<file path="src/spi_pkg.sv">
// shared state enums, word width and LFSR rule for the SPI self-test, used by scoped name
package spi_pkg;

    // SPI word width, one byte per transfer
    localparam int BYTE_W = 8;

    // feedback taps on bits 7, 5, 4 and 3
    localparam logic [BYTE_W-1:0] LFSR_TAPS = 8'hB8;

    // PHY sequencing
    typedef enum logic [1:0] {
        PHY_IDLE,                       // cs_n high, waiting for a byte
        PHY_LEAD,                       // cs_n low, sclk low before first rise
        PHY_SHIFT,                      // sixteen sclk half periods
        PHY_TRAIL                       // hold cs_n low after last bit
    } phy_state_t;

    // fixture sequencing
    typedef enum logic [2:0] {
        TEST_IDLE,                      // waiting for run
        TEST_SEND,                      // offer lfsr byte to the PHY
        TEST_WAIT_RX,                   // transfer in flight
        TEST_CHECK,                     // compare echo, step lfsr
        TEST_FINISH                     // result latched, parked here
    } test_state_t;

    // next LFSR value
    // shift left, new bit 0 is the parity of the tapped bits
    function automatic logic [BYTE_W-1:0] lfsr_next(input logic [BYTE_W-1:0] cur);
        logic fb;
        fb = ^(cur & LFSR_TAPS);        // xor of taps
        return {cur[BYTE_W-2:0], fb};
    endfunction

endpackage

</file>
<file path="src/spi_phy.sv">
// SPI mode-0 master PHY shifting one byte per valid/ready handshake with cs_n framing each transfer
`timescale 1ns/1ps

module spi_phy #(
    parameter int CLK_DIV = 2                               // clocks per sclk half period
) (
    input  logic                        clk,
    input  logic                        rst_n,
    input  logic                        tx_valid,           // byte offered
    input  logic [spi_pkg::BYTE_W-1:0]  tx_data,
    output logic                        tx_ready,           // idle and gap elapsed
    output logic                        rx_valid,           // one-cycle pulse
    output logic [spi_pkg::BYTE_W-1:0]  rx_data,
    output logic                        sclk,
    output logic                        mosi,
    input  logic                        miso,
    output logic                        cs_n
);

    localparam int DIV_W  = (CLK_DIV > 1) ? $clog2(CLK_DIV) : 1;
    localparam int HALF_W = $clog2(2 * spi_pkg::BYTE_W);
    localparam logic [DIV_W-1:0]  DIV_LAST  = DIV_W'(CLK_DIV - 1);
    localparam logic [HALF_W-1:0] HALF_LAST = HALF_W'(2 * spi_pkg::BYTE_W - 1);

    spi_pkg::phy_state_t            state;
    logic [DIV_W-1:0]               div_cnt;                // half period timer
    logic [HALF_W-1:0]              half_cnt;               // half periods in shift
    logic [spi_pkg::BYTE_W-1:0]     shreg;                  // tx out, rx in
    logic                           miso_q;                 // bit caught on rising sclk
    logic                           accept;
    logic                           tick;
    logic                           sclk_rise;
    logic                           sclk_fall;

    assign accept = tx_valid && tx_ready;
    assign tick   = (div_cnt == DIV_LAST);                  // end of a half period

    // first rise leaves lead and the rest come from shift with sclk low
    assign sclk_rise = tick && ((state == spi_pkg::PHY_LEAD) ||
                                (state == spi_pkg::PHY_SHIFT && !sclk && half_cnt != HALF_LAST));
    assign sclk_fall = tick && (state == spi_pkg::PHY_SHIFT) && sclk;

    assign mosi    = shreg[spi_pkg::BYTE_W-1];              // msb first
    assign rx_data = shreg;                                 // full rx byte once trail starts

    // half period timer
    // runs during a transfer and through the idle gap after it
    always_ff @(posedge clk) begin
        if (!rst_n) begin
            div_cnt <= '0;
        end else if (accept || tick) begin
            div_cnt <= '0;
        end else if (state != spi_pkg::PHY_IDLE || !tx_ready) begin
            div_cnt <= div_cnt + 1'b1;
        end
    end

    // sequencing and pin control
    always_ff @(posedge clk) begin
        if (!rst_n) begin
            state    <= spi_pkg::PHY_IDLE;
            tx_ready <= 1'b1;
            rx_valid <= 1'b0;
            sclk     <= 1'b0;
            cs_n     <= 1'b1;
            half_cnt <= '0;
        end else begin
            rx_valid <= 1'b0;                               // pulse only
            case (state)
                spi_pkg::PHY_IDLE: begin
                    if (accept) begin
                        state    <= spi_pkg::PHY_LEAD;
                        tx_ready <= 1'b0;
                        cs_n     <= 1'b0;                   // select for this byte
                    end else if (!tx_ready && tick) begin
                        tx_ready <= 1'b1;                   // cs_n high gap done
                    end
                end
                spi_pkg::PHY_LEAD: begin
                    if (tick) begin
                        state    <= spi_pkg::PHY_SHIFT;
                        sclk     <= 1'b1;                   // first rise
                        half_cnt <= '0;
                    end
                end
                spi_pkg::PHY_SHIFT: begin
                    if (tick) begin
                        half_cnt <= half_cnt + 1'b1;
                        if (half_cnt == HALF_LAST) begin
                            state <= spi_pkg::PHY_TRAIL;    // sclk already back low
                        end else begin
                            sclk <= !sclk;
                        end
                    end
                end
                spi_pkg::PHY_TRAIL: begin
                    if (tick) begin
                        state    <= spi_pkg::PHY_IDLE;
                        cs_n     <= 1'b1;                   // deselect
                        rx_valid <= 1'b1;                   // byte ready in shreg
                    end
                end
                default: begin
                    state <= spi_pkg::PHY_IDLE;
                end
            endcase
        end
    end

    // shift register
    always_ff @(posedge clk) begin
        if (accept) begin
            shreg <= tx_data;                               // mosi shows bit 7 at once
        end else if (sclk_fall) begin
            shreg <= {shreg[spi_pkg::BYTE_W-2:0], miso_q};  // next mosi bit out
        end
        if (sclk_rise) begin
            miso_q <= miso;                                 // sample on rising sclk
        end
    end

    // no clock outside a selected transfer
    a_sclk_framed: assert property (@(posedge clk) disable iff (!rst_n)
        cs_n |-> !sclk);

    a_rx_pulse: assert property (@(posedge clk) disable iff (!rst_n)
        rx_valid |=> !rx_valid);

    // no new byte accepted mid transfer
    a_ready_idle: assert property (@(posedge clk) disable iff (!rst_n)
        !cs_n |-> !tx_ready);

endmodule

</file>
<file path="src/spi_phy_test.sv">
// self-test fixture that sends LFSR bytes through the PHY and checks each echo a transfer later
`timescale 1ns/1ps

module spi_phy_test #(
    parameter int                        NUM_BYTES = 16,    // checked bytes
    parameter logic [spi_pkg::BYTE_W-1:0] SEED     = 8'hA5  // nonzero lfsr start
) (
    input  logic                        clk,
    input  logic                        rst_n,
    input  logic                        run,                // start, held high
    input  logic                        tx_ready,
    input  logic                        rx_valid,
    input  logic [spi_pkg::BYTE_W-1:0]  rx_data,
    output logic                        tx_valid,
    output logic [spi_pkg::BYTE_W-1:0]  tx_data,
    output logic                        running,
    output logic                        passed
);

    // NUM_BYTES+1 transfers with index 0 .. NUM_BYTES
    localparam int CNT_W = (NUM_BYTES > 0) ? $clog2(NUM_BYTES + 1) : 1;
    localparam logic [CNT_W-1:0] LAST_XFER = CNT_W'(NUM_BYTES);

    spi_pkg::test_state_t           state;
    logic [CNT_W-1:0]               xfer_cnt;               // transfer index
    logic                           mismatch;               // sticky
    logic                           miss_now;
    logic [spi_pkg::BYTE_W-1:0]     lfsr;                   // byte to send
    logic [spi_pkg::BYTE_W-1:0]     prev_byte;              // byte sent last transfer
    logic [spi_pkg::BYTE_W-1:0]     rx_byte;                // captured reply

    assign tx_valid = (state == spi_pkg::TEST_SEND);
    assign tx_data  = lfsr;                                 // steady until check

    // reply of transfer 0 carries nothing useful
    assign miss_now = (xfer_cnt != '0) && (rx_byte != prev_byte);

    // control
    always_ff @(posedge clk) begin
        if (!rst_n) begin
            state    <= spi_pkg::TEST_IDLE;
            xfer_cnt <= '0;
            mismatch <= 1'b0;
            running  <= 1'b0;
            passed   <= 1'b0;
        end else begin
            case (state)
                spi_pkg::TEST_IDLE: begin
                    if (run) begin
                        state    <= spi_pkg::TEST_SEND;
                        running  <= 1'b1;
                        xfer_cnt <= '0;
                        mismatch <= 1'b0;
                    end
                end
                spi_pkg::TEST_SEND: begin
                    if (tx_ready) begin
                        state <= spi_pkg::TEST_WAIT_RX;     // PHY took the byte
                    end
                end
                spi_pkg::TEST_WAIT_RX: begin
                    if (rx_valid) begin
                        state <= spi_pkg::TEST_CHECK;
                    end
                end
                spi_pkg::TEST_CHECK: begin
                    mismatch <= mismatch || miss_now;
                    xfer_cnt <= xfer_cnt + 1'b1;
                    if (xfer_cnt == LAST_XFER) begin
                        state   <= spi_pkg::TEST_FINISH;
                        running <= 1'b0;
                        passed  <= !(mismatch || miss_now);
                    end else begin
                        state <= spi_pkg::TEST_SEND;
                    end
                end
                spi_pkg::TEST_FINISH: begin
                    state <= spi_pkg::TEST_FINISH;          // parked until reset
                end
                default: begin
                    state <= spi_pkg::TEST_IDLE;
                end
            endcase
        end
    end

    // byte path
    always_ff @(posedge clk) begin
        if (state == spi_pkg::TEST_IDLE && run) begin
            lfsr <= SEED;
        end else if (state == spi_pkg::TEST_CHECK) begin
            lfsr <= spi_pkg::lfsr_next(lfsr);               // next byte to send
        end
        if (state == spi_pkg::TEST_CHECK) begin
            prev_byte <= lfsr;                              // expected in the next reply
        end
        if (state == spi_pkg::TEST_WAIT_RX && rx_valid) begin
            rx_byte <= rx_data;
        end
    end

    // result only shows once the run is over
    a_pass_after_run: assert property (@(posedge clk) disable iff (!rst_n)
        passed |-> !running);

endmodule

</file>
<file path="src/spi_selftest_top.sv">
// board-level top for the SPI PHY self-test, start-up delay then fixture run with LED status
`timescale 1ns/1ps

module spi_selftest_top #(
    parameter int                         CLK_DIV      = 2,     // clocks per sclk half period
    parameter int                         NUM_BYTES    = 16,    // checked bytes
    parameter logic [spi_pkg::BYTE_W-1:0] SEED         = 8'hA5, // lfsr start
    parameter int                         STARTUP_BITS = 6      // start-up delay 2**bits
) (
    input  logic    clk,
    input  logic    rst_n,
    input  logic    miso,
    output logic    sclk,
    output logic    mosi,
    output logic    cs_n,
    output logic    led_r,                                  // done, failed
    output logic    led_g,                                  // done, passed
    output logic    led_b                                   // test running
);

    logic [STARTUP_BITS-1:0]        waiting;                // start-up count
    logic                           run;
    logic                           tx_valid;
    logic                           tx_ready;
    logic [spi_pkg::BYTE_W-1:0]     tx_data;
    logic                           rx_valid;
    logic [spi_pkg::BYTE_W-1:0]     rx_data;
    logic                           running;
    logic                           passed;
    logic                           running_q;
    logic                           done;

    // start-up delay, run set by counter overflow and then held
    always_ff @(posedge clk) begin
        if (!rst_n) begin
            {run, waiting} <= '0;
        end else if (!run) begin
            {run, waiting} <= {1'b0, waiting} + 1'b1;
        end
    end

    // done latches on the falling edge of running
    always_ff @(posedge clk) begin
        if (!rst_n) begin
            running_q <= 1'b0;
            done      <= 1'b0;
        end else begin
            running_q <= running;
            if (running_q && !running) begin
                done <= 1'b1;
            end
        end
    end

    spi_phy_test #(
        .NUM_BYTES  (NUM_BYTES),
        .SEED       (SEED)
    ) spi_phy_test_inst (
        .clk        (clk),
        .rst_n      (rst_n),
        .run        (run),
        .tx_ready   (tx_ready),
        .rx_valid   (rx_valid),
        .rx_data    (rx_data),
        .tx_valid   (tx_valid),
        .tx_data    (tx_data),
        .running    (running),
        .passed     (passed)
    );

    spi_phy #(
        .CLK_DIV    (CLK_DIV)
    ) spi_phy_inst (
        .clk        (clk),
        .rst_n      (rst_n),
        .tx_valid   (tx_valid),
        .tx_data    (tx_data),
        .tx_ready   (tx_ready),
        .rx_valid   (rx_valid),
        .rx_data    (rx_data),
        .sclk       (sclk),
        .mosi       (mosi),
        .miso       (miso),
        .cs_n       (cs_n)
    );

    assign led_b = running;
    assign led_g = done && passed;
    assign led_r = done && !passed;

endmodule

</file>
<file path="config.mk">
export PLATFORM = sky130hd
export DESIGN_NAME = spi_selftest_top
export DESIGN_NICKNAME = d
export VERILOG_FILES = /design/src/spi_pkg.sv /design/src/spi_phy.sv /design/src/spi_phy_test.sv /design/src/spi_selftest_top.sv
export SDC_FILE = /design/constraint.sdc
export NUM_CORES = 1
export LEC_CHECK = 0
export ABC_CLOCK_PERIOD_IN_PS = 1600
export BUFFER_PORTS_ARGS = -buffer_cell sky130_fd_sc_hd__clkbuf_2
export CAP_MARGIN = 20
export CORE_MARGIN = 2
export CORE_UTILIZATION = 57
export CTS_BUF_LIST = sky130_fd_sc_hd__clkbuf_4
export CTS_CLUSTER_DIAMETER = 200
export DETAILED_ROUTE_END_ITERATION = 12
export MAX_ROUTING_LAYER = met4
export PLACE_DENSITY = 0.8
export SLEW_MARGIN = 25
export SYNTH_ARGS = -nofsm -noshare
export SYNTH_HDL_FRONTEND = slang
export SYNTH_SLANG_ARGS = --single-unit
</file>
<file path="constraint.sdc">
create_clock -name clk -period 1.6 [get_ports clk]
set_input_delay 0.08 -clock clk [delete_from_list [all_inputs] [get_ports clk]]
set_output_delay 0.08 -clock clk [all_outputs]
set_load 0.01 [all_outputs]
</file>
# == Word level (Yosys, flattened, before mapping) ==
# Index checks and enable logic that the tools add are counted.
# W data, S select, Z words.
# word_totals
ff_bits,64
input_bits,3
wordCells,123
# classes
n_addsub,4
eq_ne,21
n_mux,33
bitwise_logic,1
reduce_logical,43
# op_table
op,n
$mux W8,2
$pmux W3 S5,1
$logic_and A1 B1 Y1,13
$mux W3,4
$ne A2 B1 Y1 const B,6
$reduce_and A3 Y1,4
$reduce_bool A2 Y1,6
$mux W1,11
$mux W2,5
$pmux W5 S2,1
$mux W4,2
$ne A2 B2 Y1 const B,4
$ne A8 B8 Y1,1
$pmux W1 S2,4
$pmux W2 S4,1
$pmux W4 S2,1
$reduce_and A2 Y1,4
$reduce_xor A8 Y1,1
$add A6 B1 Y7 const B,1
$eq A3 B2 Y1 const B,2
$add A5 B1 Y5 const B,1
$eq A5 B5 Y1 const B,1
$logic_not A1 Y1,5
$mux W5,1
other kinds (16),20

# == Longest topological paths before layout ==
# Gate-level depths: netlist of the first run.
# logic_depth
word_depth,5
ltp_mapped,7
ltp_nobuf,6

# == Modules after synthesis ==
# Synthesis of the first run repeated with hierarchy kept, for this count alone.
# hier_totals
cells_unflattened,254
hier_area_um2,2817.7
# modules_own_cells
mod,instances,cells_each,area_per_inst_um2
spi_phy_test,1,129,1441.4
spi_phy,1,90,992.2
spi_selftest_top,1,35,384.1

# == Least setup slack after synthesis of the first run ==
# No wires, ideal clock.
# synth_timing
path_type,register to register
startpoint,register spi_phy_test_inst.state[2]
endpoint,"register spi_phy_inst.shreg (netlist bit spi_phy_inst.rx_data[0]), data pin"
setup_time_ns,0.260
arrival_time_ns,1.271
t_required_ns,1.340
path_slack_ns,0.069
stages_incl_launch_ff,5
path_buffers,2
path_cell_list,dfxtp_1 > buf_2 > nor4bb_1 > buf_2 > mux2_2
# synth_between
elab_chain_len,3
# synth_lines
item,line_no,text
"start, declared",spi_phy_test.sv:24,spi_pkg::test_state_t state;
"start signal, assigned",spi_phy_test.sv:41,state <= spi_pkg::TEST_IDLE;
"start signal, assigned",spi_phy_test.sv:50,state <= spi_pkg::TEST_SEND;
"start signal, assigned",spi_phy_test.sv:58,state <= spi_pkg::TEST_WAIT_RX;
$eq A3 B1 Y1,spi_phy_test.sv:32,assign tx_valid = (state == spi_pkg::TEST_SEND);
$logic_and A1 B1 Y1,spi_phy.sv:35,assign accept = tx_valid && tx_ready;
$mux W8,spi_phy.sv:112,if (accept) begin
"end signal, assigned",spi_phy.sv:113,shreg <= tx_data;
"end signal, assigned",spi_phy.sv:115,"shreg <= {shreg[spi_pkg::BYTE_W-2:0], miso_q};"
"end, declared",spi_phy.sv:28,logic [spi_pkg::BYTE_W-1:0] shreg;
# No other way between the ends.
# A chain may end at the register's enable or synchronous reset.

# == Final worst setup path of the first run ==
# layout_timing
startpoint,register spi_phy_test_inst.state[1]
endpoint,"register spi_phy_inst.shreg (netlist bit spi_phy_inst.rx_data[1]), data pin"
# Same word-level chain as after synthesis.

==> results of run 1 <==
==> state kept, by name, summed over array words and instances (netlist names) <==
name / cells
spi_phy_test_inst.prev_byte: 8
spi_phy_inst.div_cnt: 1
spi_phy_test_inst.state: 3
waiting: 6
spi_phy_inst.cs_n: 1
spi_phy_inst.half_cnt: 4
spi_phy_test_inst.rx_byte: 8
run: 1
spi_phy_test_inst.passed: 1
spi_phy_inst.sclk: 1
spi_phy_inst.tx_ready: 1
spi_phy_inst.state: 2
spi_phy_inst.miso_q: 1
running_q: 1
done: 1
spi_phy_inst.rx_data: 8
spi_phy_test_inst.xfer_cnt: 5
spi_phy_test_inst.mismatch: 1
spi_phy_inst.rx_valid: 1
spi_phy_test_inst.running: 1
spi_phy_test_inst.tx_data: 8
==> path summary, 6_finish.rpt <==
check                                  start                            to  slack [ps]  depth (start not counted)
hold reg to reg      spi_phy_inst.rx_data[3]  spi_phy_test_inst.rx_byte[3]         470                          0
setup / recovery  spi_phy_test_inst.state[1]       spi_phy_inst.rx_data[1]          90                          3
setup reg to reg  spi_phy_test_inst.state[1]       spi_phy_inst.rx_data[1]          90                          3
hold / removal                          miso           spi_phy_inst.miso_q         410                          2
==> cell type report <==
class	instances	share of cell area (%)
Clock buffer	10	2.405
Clock inverter	6	3.447
Inverter	8	0.9619
Multi-Input combinational cell	172	36.07
Sequential cell	64	49.18
Tap cell	54	2.164
Timing Repair Buffer	26	5.772
==> metrics by stage <==
stage               total power [µW]  utilization (%)  area [µm²]
floorplan                       1922                -        2748
global placement                1972            62.05        2912
detailed placement              1978            62.05        2912
CTS                             3341            66.37        3114
global route                    3441            66.53        3122
finish                          3321            66.53        3122
==> cells by family (layout without fill, tap and decap cells) <==
logic type | count (synthesis) | in the layout | share of synthesized area, %
flip-flops | 64 | 64 | 55.74
multiplexers | 12 | 12 | 4.736
XOR/XNOR | 16 | 16 | 5.100
AO/OA/AOI/OAI | 40 | 40 | 8.743
AND/OR/NAND/NOR | 95 | 95 | 17.94
adder cells (fa/ha/maj) | 9 | 9 | 4.098
buffers and inverters | 21 | 50 | 3.643
==> timing repair <==
action,CTS,global route
endpoints found under the hold margin,2,0
setup endpoints to repair,0,22
hold buffers,2,0
setup buffers,0,0
resized for setup,0,4
==> per-layer routing <==
metal	routed length [µm]	up-vias	GRT usage, %
met1	2228	882	26.30
met2	2380	38	33.63
met4	71	0	10.30
li1	-	951	-
met5	0	-	-
met3	224	9	4.664
==> report_power, final <==
group | switching (µW) | internal (µW) | total (µW)
logic | 88.6 | 82.7 | 171
clock network | 571 | 804 | 1370
registers | 49.8 | 1730 | 1770
total | 710 | 2610 | 3320
==> cell usage in the layout, fill, tap and decap left out, drive strengths merged, types with 2 or more instances in the layout <==
master | netlist | routed
o21ai | 8 | 8
nand4 | 2 | 2
inv | 8 | 8
nand3 | 14 | 14
clkbuf | 6 | 18
and3 | 5 | 5
o21a | 2 | 2
xnor2 | 5 | 5
mux2i | 4 | 4
nor4b | 2 | 2
dfxtp | 39 | 39
ha | 9 | 9
nand3b | 2 | 2
xor2 | 11 | 11
edfxtp | 25 | 25
o211ai | 3 | 3
clkinv | 0 | 2
nor3 | 8 | 8
nand2 | 26 | 26
a21o | 2 | 2
nor2b | 6 | 6
nor2 | 20 | 20
buf | 7 | 16
a31oi | 2 | 2
mux2 | 8 | 8
dlygate4sd3 | 0 | 2
a21oi | 18 | 18
bufinv | 0 | 3
==> flow_metrics.env, run 1 <==
export IMPL_cp_start_kind="flop"
export IMPL_first_pass_iters=4
export IMPL_hold_viol=0
export IMPL_yosysTopAreaCellShare_pct=28.42
export IMPL_p_per_area_nw_per_um2=1064
export IMPL_yosys_area_top_type="dfxtp_1"
export IMPL_synth_edf_count=25
export IMPL_cts_htree_levels=3
export IMPL_ys_flop_type="dfxtp_1"
export IMPL_instances_no_fill=340
export IMPL_yosysWarnings=0
export IMPL_relSlewSlack_pct=75.76
export IMPL_async_flop_share_pct=0
export IMPL_leakage_uw=0.001265
export IMPL_crit_slowest_cell="dfxtp_2"
export IMPL_drc=0
export IMPL_pre_cts_slack_ps=38.81
export IMPL_first_global_vias=1818
export IMPL_grt_max_degree=17
export IMPL_avgSynthCellArea_um2=10.69
export IMPL_grt_overflow=0
export IMPL_critPathBufInv=1
export IMPL_routed_wl_um=4904
export IMPL_die_area_um2=5392
export IMPL_netlist_instances=257
export IMPL_num_rows=25
export IMPL_final_setup_viol_count=0
export IMPL_die_y_um=73.43
export IMPL_ys_seq_area_share_pct=55.74
export IMPL_synth_most_common_cell="dfxtp_1"
export IMPL_drv_cap=0
export IMPL_diodes=0
export IMPL_port_buffers=8
export IMPL_outcome="completed"
export IMPL_hold_class="input port to flop"
export IMPL_cts_sinks=64
export IMPL_vias=1880
export IMPL_numCtsBuffers=9
export IMPL_grt_pass1_wl_um=8362
export IMPL_final_min_clock_period_ps=1505
export IMPL_cp_required_ps=1750
export IMPL_clock_skew_ps=14.16
export IMPL_syn_num_nets=269
export IMPL_antenna_found_initial=0
export IMPL_io_pins=9
export IMPL_critPathArrivalTime_ps=1660
export IMPL_start_util_pct=58.56
export IMPL_min_period_over_period_pct=94.08
export IMPL_worst_path_dominant_cell_family="flip-flops"
export IMPL_multi_input_area_um2=1126
export IMPL_fillers=356
export IMPL_critPathMaxStageDelay_ps=390
export IMPL_coreArea_um2=4692
export IMPL_drive_gt1_share_pct=20.28
export IMPL_synth_commonest_cells="dfxtp_1, edfxtp_1, nand2_1"
export IMPL_wl_per_cell_um=14.42
export IMPL_final_setup_tns_ps=0
export IMPL_peakVddDrop_mv=0.7071
export IMPL_vias_per_cell=5.529
export IMPL_worstPathMaxFanout=11
export IMPL_path_class="flop to flop"
export IMPL_clkLatencyLatePin_ps=400
export IMPL_finalWeightedCongestion=0.7880
export IMPL_yosys_top_cells_area="dfxtp_1, edfxtp_1, ha_1"
export IMPL_synth_cell_type_count=44
export IMPL_dpl_hpwl_um=3562
export IMPL_clk_pin_slew_ps=100
export IMPL_die_w_um=73.43
export IMPL_hold_slack_ps=411.7
export IMPL_cts_tree="yes"
export IMPL_nNetsFinal=293
export IMPL_cp_cell_sequence="nor4bb_2, buf_4, mux2_2"
export IMPL_cts_root_buffer_cell="clkbuf_4"
export IMPL_final_max_slew_violation_count=0
export IMPL_drtIter0Drc=176
export IMPL_antenna_left=0
export IMPL_crit_path_end_kind="flop"
export IMPL_clockBufferDepth=2
export IMPL_yosys_register_bits=64
export IMPL_setup_slack_ps=94.77
export IMPL_register_area_um2=1535
export IMPL_tightest_slew_ps=358.5
export IMPL_area_delta_synth_final_pct=13.62
export IMPL_syn_area_um2=2748
export IMPL_placed_cells=322
export IMPL_grt_use_total_pct=21.40
export IMPL_grt_setup_unrepaired="false"
export IMPL_max_freq_ghz=0.6643
No activity file was read; power rests on OpenSTA's default activity.
==> run 2: changes to the inputs <==
--- a/config.mk
+++ b/config.mk
@@ -5,6 +5,7 @@
 export SDC_FILE = /design/constraint.sdc
 export NUM_CORES = 1
 export LEC_CHECK = 0
+export ABC_AREA = 1
 export ABC_CLOCK_PERIOD_IN_PS = 1600
 export BUFFER_PORTS_ARGS = -buffer_cell sky130_fd_sc_hd__clkbuf_2
 export CAP_MARGIN = 20
==> run 2 against run 1 <==
Sequential share of layout area down 2.2 points. Sequential power up 4%. Non-clock buffer count down 4. Flip-flop and latch count unchanged. Global-route usage up 1.1 points. Fmax down 1.3%. First-iteration DRC count up 5.1%. Synthesized area up 2.2%. Final cell count up 22%. Critical path type unchanged. Largest cell class unchanged. Highest routed layer unchanged.
==> flow_metrics.env, run 2 <==
export IMPL_netlist_instances=317
export IMPL_grt_max_degree=19
export IMPL_tightest_slew_ps=407.8
export IMPL_p_switching_uw=1010
export IMPL_area_delta_synth_final_pct=16.21
export IMPL_cts_root_buffer_cell="clkbuf_4"
export IMPL_relSlewSlack_pct=72.78
export IMPL_placed_cells=396
export IMPL_ys_flop_type="dfxtp_1"
export IMPL_worstHoldStart="rst_n"
export IMPL_hold_slack_ps=104.1
export IMPL_final_cell_area_um2=3264
export IMPL_hold_depth=4
export IMPL_cts_sinks=64
export IMPL_yosysTopAreaCellShare_pct=27.80
export IMPL_coreArea_um2=4723
export IMPL_swShare_pct=26.46
export IMPL_avgSynthCellArea_um2=8.861
export IMPL_first_pass_iters=7
export IMPL_pwr_share_clk_pct=35.7
export IMPL_clock_skew_ps=6.423
export IMPL_cp_start_kind="flop"
export IMPL_final_min_clock_period_ps=1525
export IMPL_ff2ff_setup_slack_ps=80
export IMPL_drtIter0Drc=185
export IMPL_final_max_slew_violation_count=0
export IMPL_leakage_uw=0.001326
export IMPL_placed_cell_area_um2=2992
export IMPL_max_freq_ghz=0.6558
export IMPL_drive_gt1_share_pct=15.47
export IMPL_path_class="flop to flop"
export IMPL_rr_startpoint="spi_phy_inst.state[0]"
export IMPL_dpl_hpwl_um=3522
export IMPL_num_rows=25
export IMPL_numCtsBuffers=9
export IMPL_synth_most_common_cell="nand2_1"
export IMPL_wl_per_cell_um=12.93
export IMPL_grt_setup_unrepaired="true"
export IMPL_nNetsFinal=356
export IMPL_min_to="spi_phy_test_inst.mismatch"
export IMPL_synth_edf_count=25
export IMPL_yosys_top_cells_area="dfxtp_1, edfxtp_1, nand2_1"
export IMPL_start_util_pct=59.47
export IMPL_min_period_over_period_pct=95.30
export IMPL_die_y_um=74.20
export IMPL_worstPathMaxFanout=4
export IMPL_most_common_layout_cells="nand2_1, inv_1, dfxtp_1, nor2_1, edfxtp_1"
export IMPL_vias_per_cell=5.185
export IMPL_r2r_end="spi_phy_inst.half_cnt[0]"
export IMPL_antenna_left=0
export IMPL_clk_pin_slew_ps=110
export IMPL_ys_seq_area_share_pct=54.52
export IMPL_antenna_found_initial=0
export IMPL_port_buffers=8
export IMPL_diodes=0
export IMPL_intPower_uw=2806
export IMPL_die_w_um=74.20
export IMPL_layout_commonest_cell="nand2_1"
export IMPL_first_global_vias=2010
export IMPL_cts_tree="yes"
export IMPL_yosysWarnings=0
export IMPL_finalWeightedCongestion=0.8702
export IMPL_vias=2157
export IMPL_clockBufferDepth=2
export IMPL_crit_path_end_kind="flop"
export IMPL_instances_no_fill=416
export IMPL_hold_class="input port to flop"
export IMPL_pwr_share_comb_pct=16.0
export IMPL_critPathArrivalTime_ps=1870
export IMPL_yosys_area_top_type="dfxtp_1"
export IMPL_hold_viol=0
export IMPL_drv_cap=0
export IMPL_p_seq_share_pct=48.3
export IMPL_syn_area_um2=2809
export IMPL_drc=0
export IMPL_yosys_register_bits=64
export IMPL_syn_num_nets=329
export IMPL_cts_htree_levels=3
export IMPL_grt_use_total_pct=22.49
export IMPL_peakVddDrop_mv=0.7089
export IMPL_routed_wl_um=5378
export IMPL_r2r_worst_path_cells=9
export IMPL_p_per_area_nw_per_um2=1169
export IMPL_synth_commonest_cells="nand2_1, inv_1, dfxtp_1"
export IMPL_synth_cell_type_count=32
export IMPL_clkLatencyLatePin_ps=410
export IMPL_die_area_um2=5506
export IMPL_grt_overflow=0
export IMPL_cp_required_ps=1950
export IMPL_io_pins=9
export IMPL_outcome="completed"
export IMPL_final_setup_viol_count=0
export IMPL_async_flop_share_pct=0
export IMPL_grt_pass1_wl_um=8825
==> run 2: cell types whose count changed after synthesis, moves of 4 or more <==
cell      change
and3_1        -5
clkbuf_1      -5
inv_1        +35
mux2_2        -8
mux2i_1       -4
nand2_1      +45
nand3_1       -8
nor2_1       +14
nor2b_1       -6
o21ai_0       +4
o21ai_1       +8
xor2_1        -9
==> run 2: logic make-up after synthesis <==
kind of cell	share of synthesized area, %
buf+inv	7.349
xor+xnor	3.118
compound gates	10.11
simple gates	20.89
fa+ha+maj	4.009
flops	54.52
==> run 2: metrics by stage <==
step / util (%) / TNS, ps / power [µW] / setup WS (ps)
3_5_place_dp: 63.34 / -716.3 / 2371 / -98.10
3_3_place_gp: 63.34 / 0 / 2343 / 23.85
4_1_cts: 68.00 / 0 / 3758 / 18.80
6_report: 69.11 / 0 / 3816 / 75.13
2_1_floorplan: - / 0 / 2213 / 15.06
5_1_grt: 69.11 / -12.73 / 3981 / -12.73
==> run 2: critical path, cell delays in order, from the launching register on <==
cell and delay (ps):
dfxtp_2 330, inv_1 50, ha_2 210, buf_6 140, nor2_4 130, nor2_4 50, nor2_4 110, inv_2 70
or2_0 220, a21oi_1 140
==> run 2: metal layers <==
metal | wire length [µm] | global-route usage [%] | part of all wire [%] | vias up
met2 | 2632 | 36.41 | 49 | 82
met3 | 352 | 5.420 | 6.5 | 17
met5 | 0 | - | 0 | -
met4 | 152 | 12.93 | 2.8 | 0
met1 | 2241 | 25.39 | 42 | 972
li1 | - | - | - | 1086
==> run 2: power groups by stage <==
stage                     clock network, µW  registers, µW  logic [µW]
after floorplan                           0           1860         351
after global placement                    0           1870         475
after detailed placement                  0           1870         498
after CTS                              1370           1840         556
after global routing                   1450           1850         681
final                                  1360           1840         612
==> run 2: worst max path at each step <==
stage	endpoint	from
finish	spi_phy_inst.half_cnt[0]	spi_phy_inst.state[0]
detailed placement	spi_phy_inst.half_cnt[2]	spi_phy_inst.state[0]
floorplan	spi_phy_inst.rx_data[0]	spi_phy_inst.state[0]
CTS	spi_phy_inst.half_cnt[2]	spi_phy_inst.state[0]
global placement	spi_phy_inst.half_cnt[2]	spi_phy_inst.state[0]
global route	spi_phy_inst.half_cnt[0]	spi_phy_inst.state[0]
==> run 2: layout make-up <==
cell class | instances | area [µm²]
fillers | 366 | 1459
inverters | 46 | 172.7
flip-flops and latches | 64 | 1533
multi-input cells | 201 | 1121
clock buffers | 9 | 67.56
repair buffers | 22 | 176.4
well taps | 67 | 83.83
clock inverters | 7 | 110.1
==> run 2: what timing repair did <==
action,in CTS,in global routing
resized for setup,6,7
hold buffers,1,0
pin swaps,2,4
endpoints found under the setup margin,12,6
buffers inserted,1,2
endpoints found under the hold margin,1,0
